==> src/verilog/icache_defs.svh <==
`ifndef ICACHE_DEFS_SVH
`define ICACHE_DEFS_SVH

// Fetch address and instruction widths
`define ICACHE_VADDR_WIDTH 16
`define ICACHE_INSTR_WIDTH 32

// Direct-mapped geometry
`define ICACHE_SETS 16
`define ICACHE_WORDS_PER_BLOCK 4
`define ICACHE_INDEX_WIDTH 4
`define ICACHE_OFFSET_WIDTH 4
`define ICACHE_TAG_WIDTH 8
`define ICACHE_WORD_SEL_WIDTH 2
`define ICACHE_BYTE_SEL_WIDTH (`ICACHE_OFFSET_WIDTH - `ICACHE_WORD_SEL_WIDTH)

// Replay FIFO depth
`define ICACHE_FIFO_ELS 8

// Cycles from issue to data or miss
`define ICACHE_ISSUE_LATENCY 2

`endif

==> src/verilog/icache_pkg.sv <==
`include "icache_defs.svh"

package icache_pkg;

  // Fields of a fetch address, tag in the top bits
  typedef struct packed {
    logic [`ICACHE_TAG_WIDTH-1:0]      tag;
    logic [`ICACHE_INDEX_WIDTH-1:0]    index;
    logic [`ICACHE_WORD_SEL_WIDTH-1:0] word;
    logic [`ICACHE_BYTE_SEL_WIDTH-1:0] byte_sel;
  } icache_addr_fields_s;

  // Same word seen as a raw address or split into fields
  typedef union packed {
    logic [`ICACHE_VADDR_WIDTH-1:0] raw;
    icache_addr_fields_s            f;
  } icache_addr_u;

  // Memory command address, one block
  typedef struct packed {
    logic [`ICACHE_TAG_WIDTH-1:0]   tag;
    logic [`ICACHE_INDEX_WIDTH-1:0] index;
  } block_addr_t;

  // One array write per response beat
  typedef struct packed {
    logic                              v;
    logic [`ICACHE_INDEX_WIDTH-1:0]    index;
    logic [`ICACHE_TAG_WIDTH-1:0]      tag;
    logic [`ICACHE_WORD_SEL_WIDTH-1:0] word;
    logic [`ICACHE_INSTR_WIDTH-1:0]    data;
    // Final beat also sets tag and valid
    logic                              last;
  } fill_wr_s;

endpackage

==> src/verilog/fetch_replay_fifo.sv <==
`timescale 1ns/1ps
`include "icache_defs.svh"

module fetch_replay_fifo
  (input                                clk_i
   , input                              reset_i

   , input icache_pkg::icache_addr_u    vaddr_i
   , input                              vaddr_v_i
   , output logic                       vaddr_ready_o

   , input                              issue_ready_i
   , output icache_pkg::icache_addr_u   issue_addr_o
   , output logic                       issue_v_o

   , input                              commit_i
   , input                              roll_i
   );

  import icache_pkg::*;

  localparam int slot_width_lp = $clog2(`ICACHE_FIFO_ELS);
  localparam int ptr_width_lp  = slot_width_lp + 1;
  localparam logic [ptr_width_lp-1:0] els_lp = ptr_width_lp'(`ICACHE_FIFO_ELS);

  icache_addr_u mem_r [`ICACHE_FIFO_ELS-1:0];

  // Extra wrap bit on each pointer
  logic [ptr_width_lp-1:0] wptr_r;
  logic [ptr_width_lp-1:0] iptr_r;
  logic [ptr_width_lp-1:0] cptr_r;
  logic [ptr_width_lp-1:0] count;
  logic enq;
  logic issue;

  // Entries stay counted until their data comes back
  assign count         = wptr_r - cptr_r;
  assign vaddr_ready_o = (count < els_lp);
  assign enq           = vaddr_v_i & vaddr_ready_o;

  assign issue_v_o        = (iptr_r != wptr_r);
  assign issue_addr_o.raw = mem_r[iptr_r[slot_width_lp-1:0]].raw;
  assign issue            = issue_v_o & issue_ready_i;

  always_ff @(posedge clk_i) begin
    if (enq) begin
      mem_r[wptr_r[slot_width_lp-1:0]].raw <= vaddr_i.raw;
    end
  end

  always_ff @(posedge clk_i) begin
    if (reset_i) begin
      wptr_r <= '0;
      iptr_r <= '0;
      cptr_r <= '0;
    end else begin
      if (enq) begin
        wptr_r <= wptr_r + 1'b1;
      end
      if (commit_i) begin
        cptr_r <= cptr_r + 1'b1;
      end
      // Replay from the oldest entry still waiting for data
      if (roll_i) begin
        iptr_r <= cptr_r;
      end else if (issue) begin
        iptr_r <= iptr_r + 1'b1;
      end
    end
  end

  // Data only returns for entries already issued
  assert property (@(posedge clk_i) disable iff (reset_i)
    commit_i |-> (cptr_r != iptr_r));

  // Occupancy never passes the depth
  assert property (@(posedge clk_i) disable iff (reset_i)
    count <= els_lp);

endmodule

==> src/verilog/fill_beat_counter.sv <==
`timescale 1ns/1ps
`include "icache_defs.svh"

module fill_beat_counter
  (input                                      clk_i
   , input                                    reset_i

   , input                                    beat_v_i
   , input                                    beat_last_i

   , output logic [`ICACHE_WORD_SEL_WIDTH-1:0] beat_idx_o
   , output logic                             fill_done_o
   );

  localparam int sel_width_lp = `ICACHE_WORD_SEL_WIDTH;
  localparam logic [sel_width_lp-1:0] last_beat_lp = sel_width_lp'(`ICACHE_WORDS_PER_BLOCK - 1);

  logic [sel_width_lp-1:0] count_r;

  assign beat_idx_o  = count_r;
  assign fill_done_o = beat_v_i & (count_r == last_beat_lp);

  // Wraps back to word zero after the last beat
  always_ff @(posedge clk_i) begin
    if (reset_i) begin
      count_r <= '0;
    end else if (beat_v_i) begin
      count_r <= count_r + 1'b1;
    end
  end

  // Memory marks the fourth beat and no other
  assert property (@(posedge clk_i) disable iff (reset_i)
    beat_v_i |-> (beat_last_i == (count_r == last_beat_lp)));

endmodule

==> src/verilog/icache_lookup.sv <==
`timescale 1ns/1ps
`include "icache_defs.svh"

module icache_lookup
  (input                                      clk_i
   , input                                    reset_i

   , input icache_pkg::icache_addr_u          issue_addr_i
   , input                                    issue_v_i
   , output logic                             issue_ready_o

   , input                                    fill_busy_i
   , input icache_pkg::fill_wr_s              fill_wr_i

   , output logic [`ICACHE_INSTR_WIDTH-1:0]   data_o
   , output logic                             data_v_o
   , output logic                             miss_o
   , output icache_pkg::block_addr_t          miss_addr_o
   );

  import icache_pkg::*;

  logic [`ICACHE_TAG_WIDTH-1:0]   tag_mem  [`ICACHE_SETS-1:0];
  logic [`ICACHE_INSTR_WIDTH-1:0] data_mem [`ICACHE_SETS-1:0][`ICACHE_WORDS_PER_BLOCK-1:0];
  logic [`ICACHE_SETS-1:0]        valid_r;

  icache_addr_u                   s1_addr_r;
  logic                           s1_v_r;
  logic [`ICACHE_TAG_WIDTH-1:0]   s1_tag_r;
  logic                           s1_valid_r;
  logic [`ICACHE_INSTR_WIDTH-1:0] s1_data_r;
  logic issue;
  logic hit;
  logic s1_live;

  // Stall from the miss pulse until the fill is done
  assign issue_ready_o = ~fill_busy_i & ~miss_o;
  assign issue         = issue_v_i & issue_ready_o;

  always_ff @(posedge clk_i) begin
    if (fill_wr_i.v) begin
      data_mem[fill_wr_i.index][fill_wr_i.word] <= fill_wr_i.data;
      if (fill_wr_i.last) begin
        tag_mem[fill_wr_i.index] <= fill_wr_i.tag;
      end
    end
  end

  always_ff @(posedge clk_i) begin
    if (reset_i) begin
      valid_r <= '0;
    end else if (fill_wr_i.v & fill_wr_i.last) begin
      valid_r[fill_wr_i.index] <= 1'b1;
    end
  end

  // Stage one reads the arrays
  always_ff @(posedge clk_i) begin
    if (reset_i) begin
      s1_v_r <= 1'b0;
    end else begin
      s1_v_r <= issue;
    end
  end

  always_ff @(posedge clk_i) begin
    s1_addr_r  <= issue_addr_i;
    s1_tag_r   <= tag_mem[issue_addr_i.f.index];
    s1_valid_r <= valid_r[issue_addr_i.f.index];
    s1_data_r  <= data_mem[issue_addr_i.f.index][issue_addr_i.f.word];
  end

  // Stage two compares the tag
  assign hit = s1_valid_r & (s1_tag_r == s1_addr_r.f.tag);

  // Younger entry is poisoned when the older one misses
  assign s1_live = s1_v_r & ~miss_o;

  always_ff @(posedge clk_i) begin
    if (reset_i) begin
      data_v_o <= 1'b0;
      miss_o   <= 1'b0;
    end else begin
      data_v_o <= s1_live & hit;
      miss_o   <= s1_live & ~hit;
    end
  end

  always_ff @(posedge clk_i) begin
    data_o            <= s1_data_r;
    miss_addr_o.tag   <= s1_addr_r.f.tag;
    miss_addr_o.index <= s1_addr_r.f.index;
  end

  assert property (@(posedge clk_i) disable iff (reset_i)
    !(data_v_o && miss_o));

endmodule

==> src/verilog/icache_fill_fsm.sv <==
`timescale 1ns/1ps
`include "icache_defs.svh"

module icache_fill_fsm
  (input                                       clk_i
   , input                                     reset_i

   , input                                     miss_i
   , input icache_pkg::block_addr_t            miss_addr_i

   , output icache_pkg::block_addr_t           mem_cmd_addr_o
   , output logic                              mem_cmd_v_o
   , input                                     mem_cmd_ready_and_i

   , input [`ICACHE_INSTR_WIDTH-1:0]           mem_resp_data_i
   , input                                     mem_resp_v_i
   , output logic                              mem_resp_ready_and_o

   , input [`ICACHE_WORD_SEL_WIDTH-1:0]        beat_idx_i
   , input                                     fill_done_i

   , output icache_pkg::fill_wr_s              fill_wr_o
   , output logic                              fill_busy_o
   );

  import icache_pkg::*;

  typedef enum logic [1:0] {
    e_idle,
    e_send_cmd,
    e_recv
  } state_e;

  state_e      state_r;
  state_e      state_n;
  block_addr_t addr_r;
  logic        beat;

  assign mem_cmd_v_o          = (state_r == e_send_cmd);
  assign mem_cmd_addr_o       = addr_r;
  assign mem_resp_ready_and_o = (state_r == e_recv);
  assign fill_busy_o          = (state_r != e_idle);
  assign beat                 = mem_resp_v_i & mem_resp_ready_and_o;

  always_comb begin
    state_n = state_r;
    case (state_r)
      e_idle: begin
        if (miss_i) begin
          state_n = e_send_cmd;
        end
      end
      e_send_cmd: begin
        if (mem_cmd_ready_and_i) begin
          state_n = e_recv;
        end
      end
      e_recv: begin
        if (fill_done_i) begin
          state_n = e_idle;
        end
      end
      default: state_n = e_idle;
    endcase
  end

  always_ff @(posedge clk_i) begin
    if (reset_i) begin
      state_r <= e_idle;
    end else begin
      state_r <= state_n;
    end
  end

  // Block address held for the whole fill
  always_ff @(posedge clk_i) begin
    if ((state_r == e_idle) && miss_i) begin
      addr_r <= miss_addr_i;
    end
  end

  // One word write per beat at the latched block address
  always_comb begin
    fill_wr_o.v     = beat;
    fill_wr_o.index = addr_r.index;
    fill_wr_o.tag   = addr_r.tag;
    fill_wr_o.word  = beat_idx_i;
    fill_wr_o.data  = mem_resp_data_i;
    fill_wr_o.last  = fill_done_i;
  end

  // Lookup stalls issue for the whole fill
  assert property (@(posedge clk_i) disable iff (reset_i)
    miss_i |-> !fill_busy_o);

endmodule

==> src/verilog/icache_top.sv <==
`timescale 1ns/1ps
`include "icache_defs.svh"

module icache_top
  (input                                      clk_i
   , input                                    reset_i

   , input [`ICACHE_VADDR_WIDTH-1:0]          vaddr_i
   , input                                    vaddr_v_i
   , output logic                             vaddr_ready_o

   , output logic [`ICACHE_INSTR_WIDTH-1:0]   data_o
   , output logic                             data_v_o

   , output icache_pkg::block_addr_t          mem_cmd_addr_o
   , output logic                             mem_cmd_v_o
   , input                                    mem_cmd_ready_and_i

   , input [`ICACHE_INSTR_WIDTH-1:0]          mem_resp_data_i
   , input                                    mem_resp_v_i
   , output logic                             mem_resp_ready_and_o
   , input                                    mem_resp_last_i
   );

  import icache_pkg::*;

  icache_addr_u                      issue_addr;
  logic                              issue_v;
  logic                              issue_ready;
  logic                              miss;
  block_addr_t                       miss_addr;
  fill_wr_s                          fill_wr;
  logic                              fill_busy;
  logic [`ICACHE_WORD_SEL_WIDTH-1:0] beat_idx;
  logic                              fill_done;

  // Returned data retires the FIFO entry, a miss rolls it back
  fetch_replay_fifo i_fifo
    (.clk_i(clk_i)
     ,.reset_i(reset_i)
     ,.vaddr_i(vaddr_i)
     ,.vaddr_v_i(vaddr_v_i)
     ,.vaddr_ready_o(vaddr_ready_o)
     ,.issue_ready_i(issue_ready)
     ,.issue_addr_o(issue_addr)
     ,.issue_v_o(issue_v)
     ,.commit_i(data_v_o)
     ,.roll_i(miss)
     );

  icache_lookup i_lookup
    (.clk_i(clk_i)
     ,.reset_i(reset_i)
     ,.issue_addr_i(issue_addr)
     ,.issue_v_i(issue_v)
     ,.issue_ready_o(issue_ready)
     ,.fill_busy_i(fill_busy)
     ,.fill_wr_i(fill_wr)
     ,.data_o(data_o)
     ,.data_v_o(data_v_o)
     ,.miss_o(miss)
     ,.miss_addr_o(miss_addr)
     );

  icache_fill_fsm i_fill_fsm
    (.clk_i(clk_i)
     ,.reset_i(reset_i)
     ,.miss_i(miss)
     ,.miss_addr_i(miss_addr)
     ,.mem_cmd_addr_o(mem_cmd_addr_o)
     ,.mem_cmd_v_o(mem_cmd_v_o)
     ,.mem_cmd_ready_and_i(mem_cmd_ready_and_i)
     ,.mem_resp_data_i(mem_resp_data_i)
     ,.mem_resp_v_i(mem_resp_v_i)
     ,.mem_resp_ready_and_o(mem_resp_ready_and_o)
     ,.beat_idx_i(beat_idx)
     ,.fill_done_i(fill_done)
     ,.fill_wr_o(fill_wr)
     ,.fill_busy_o(fill_busy)
     );

  // Write valid is the beat handshake
  fill_beat_counter i_beat_counter
    (.clk_i(clk_i)
     ,.reset_i(reset_i)
     ,.beat_v_i(fill_wr.v)
     ,.beat_last_i(mem_resp_last_i)
     ,.beat_idx_o(beat_idx)
     ,.fill_done_o(fill_done)
     );

endmodule

==> config.mk <==
export PLATFORM = sky130hd
export DESIGN_NAME = icache_top
export DESIGN_NICKNAME = d
export VERILOG_FILES = /design/src/verilog/icache_pkg.sv /design/src/verilog/fetch_replay_fifo.sv /design/src/verilog/fill_beat_counter.sv /design/src/verilog/icache_lookup.sv /design/src/verilog/icache_fill_fsm.sv /design/src/verilog/icache_top.sv
export VERILOG_INCLUDE_DIRS = /design/src /design/src/verilog
export SDC_FILE = /design/constraint.sdc
export NUM_CORES = 2
export LEC_CHECK = 0
export BUFFER_PORTS_ARGS = -buffer_cell sky130_fd_sc_hd__buf_2
export CORE_MARGIN = 2
export CORE_UTILIZATION = 50
export CTS_CLUSTER_SIZE = 20
export DETAILED_ROUTE_END_ITERATION = 12
export PLACE_DENSITY = 0.65
export SLEW_MARGIN = 20
export SYNTH_ARGS = -nofsm -noshare
export SYNTH_HDL_FRONTEND = slang
export SYNTH_HIERARCHICAL = 1
export SYNTH_SLANG_ARGS = --single-unit
==> constraint.sdc <==
create_clock -name clk_i -period 9.9 [get_ports clk_i]
set_input_delay 0.99 -clock clk_i [delete_from_list [all_inputs] [get_ports clk_i]]
set_output_delay 0.99 -clock clk_i [all_outputs]
set_load 0.1 [all_outputs]
==> flow_summary.yaml <==
placement:
  dp_slack_ns: 4.48
  place_congestion: 0.755
  dp_hpwl_um: 111000
  port_buffers: 98
sta:
  fmax_mhz: 201
  hold_violations: 0
  rsz0062_at_grt: "false"
  setup_viol: 0
  tns_ns: 0
  min_period_ns: 4.98
  maxSlewViolCount: 0
  skew_ns: 0.0419
  relSlewSlack_pct: 25.4
  tightest_slew_ns: 1.12
  worst_slack_ns: 4.92
  finalCritPeriodShare_pct: 50.3
detailed_routing:
  ant_nets: 0
  routed_wl_um: 216000
  routed-via-count: 42800
  drtIter0Drc: 5536
  drtPass1Iterations: 6
  vias_per_cell: 6.13
  drt_drc_violations_left: 0
  wire_per_inst_um: 31.0
setup_path:
  cp.required_ns: 10.59
  startpoint_type: "flip-flop"
  end_kind: "flip-flop"
  worst-path-max-fanout: 53
  worstSetupPathType: "reg -> reg"
  arrival_ns: 5.67
cts:
  cts-root-buf: "clkbuf_16"
  cts_sinks: 2435
  postCtsSetupRepairBufs: 0
  postCtsResizedCells: 0
  cts_tree: "done"
  htree_levels: 4
  clk_latency_ns: 0.89
  clock_path_buffers: 3
  hold_buffers: 0
  cts_buffers: 234
  clkTransAtPathRegs_ns: 0.06
die:
  die_w_um: 433
  start_util_pct: 50.3
  dieArea_um2: 187000
  io_pins: 102
  core-area_um2: 183000
  std_cell_rows: 157
  fp.dieH_um: 433
global_routing:
  grt-ovfl-total: 0
  grt_first_pass_wirelength_um: 309000
  antenna_found_initial: 4
  grt_pass1_vias: 43000
  grt_max_degree: 105
  track_usage_pct: 23.4
power:
  swShare_pct: 30.8
  p_clk_share_pct: 30.4
  power.density_nw_per_um2: 283
  internal_power_mw: 20.2
  ir_drop_uv: 282
  p_leak_nw: 32.5
  p_seq_share_pct: 40.2
  p_comb_share_pct: 29.4
  power_switching_mw: 9.00
cells_and_area:
  area_delta_synth_final_pct: 12.4
  final_cell_mix: "edfxtp_1, mux4_2, clkbuf_16"
  seqCellArea_um2: 71800
  layout-drive-gt1-share_pct: 28.4
  multi_input_area_um2: 19100
  nFillCells: 13300
  fin_nets: 4371
  layout_commonest_cell: "edfxtp_1"
logic_synthesis:
  synth_area_um2: 91900
  yosys_warnings: 6
  avgSynthCellArea_um2: 22.3
  synth_nets: 4178
  syn_inst: 4118
job:
  maxCapViolations: 0
worst_hold_path:
  hold_class: "reg -> reg"
outcome:
  status: "complete, no violations"
==> cell type report <==
type | instances | area share, %
Timing Repair Buffer | 220 | 1.52
Tap cell | 2464 | 2.98
Multi-Input combinational cell | 1408 | 18.5
Sequential cell | 2435 | 69.5
Clock inverter | 127 | 1.33
Clock buffer | 315 | 6.13
Antenna cell | 1 | 0.00242
Inverter | 12 | 0.0436
==> power groups by stage <==
stage	logic [mW]	registers [mW]	clock network, mW
finish	8.59	11.7	8.88
global route	9.08	11.8	9.42
CTS	8.67	11.8	9.02
detailed placement	8.65	12.0	0
global placement	8.62	12.0	0
floorplan	5.97	12.3	0
==> critical path, stage by stage, from the launching register on <==
cell and delay, ns:
dfxtp_1 0.95, mux2_8 0.74, buf_4 0.62, buf_4 0.81, mux4_2 0.61, mux2_2 0.29, o21ai_0 0.39, o22ai_1 0.26
==> routing by layer <==
metal	global-route usage [%]	vias up	routed length [um]
li1	-	17600	-
met1	33.1	23000	86800
met2	38.2	1858	108000
met3	3.44	275	16700
met4	6.44	0	5190
met5	0	-	0
==> flip-flops by register name (all words and copies together) (netlist names), 16 cells and up, named ones only <==
signal	flops
i_fifo/mem_r	112
i_lookup/data_mem	2048
i_lookup/tag_mem	128
i_lookup/data_o	32
i_lookup/s1_data_r	32
i_lookup/valid_r	16
==> path summary, 6_finish.rpt <==
| path | start | endpoint | slack [ns] | cells after the start |
|---|---|---|---|---|
| worst max-delay path | flip-flop | i_lookup/s1_data_r[20] | 4.92 | 7 |
| worst min-delay path | i_lookup/s1_data_r[0] | i_lookup/data_o[0] | 0.33 | 0 |
| worst max register to register | flip-flop | i_lookup/s1_data_r[20] | 4.92 | 7 |
| worst min register to register | i_lookup/s1_data_r[0] | i_lookup/data_o[0] | 0.33 | 0 |
==> metrics by stage <==
| stage | utilization [%] | hold WS, ns | area, um2 | cells | power (mW) |
|---|---|---|---|---|---|
| detailed placement | 52.2 | 0.312 | 95500 | 6538 | 20.6 |
| floorplan | - | 0.310 | 91900 | 4118 | 18.3 |
| global route | 56.5 | 0.329 | 103000 | 6981 | 30.3 |
| finish | 56.5 | 0.326 | 103000 | 6982 | 29.2 |
| CTS | 56.4 | 0.317 | 103000 | 6980 | 29.5 |
| global placement | 52.2 | 0.311 | 95500 | 6538 | 20.6 |
Power figures use the tool's default switching activity.
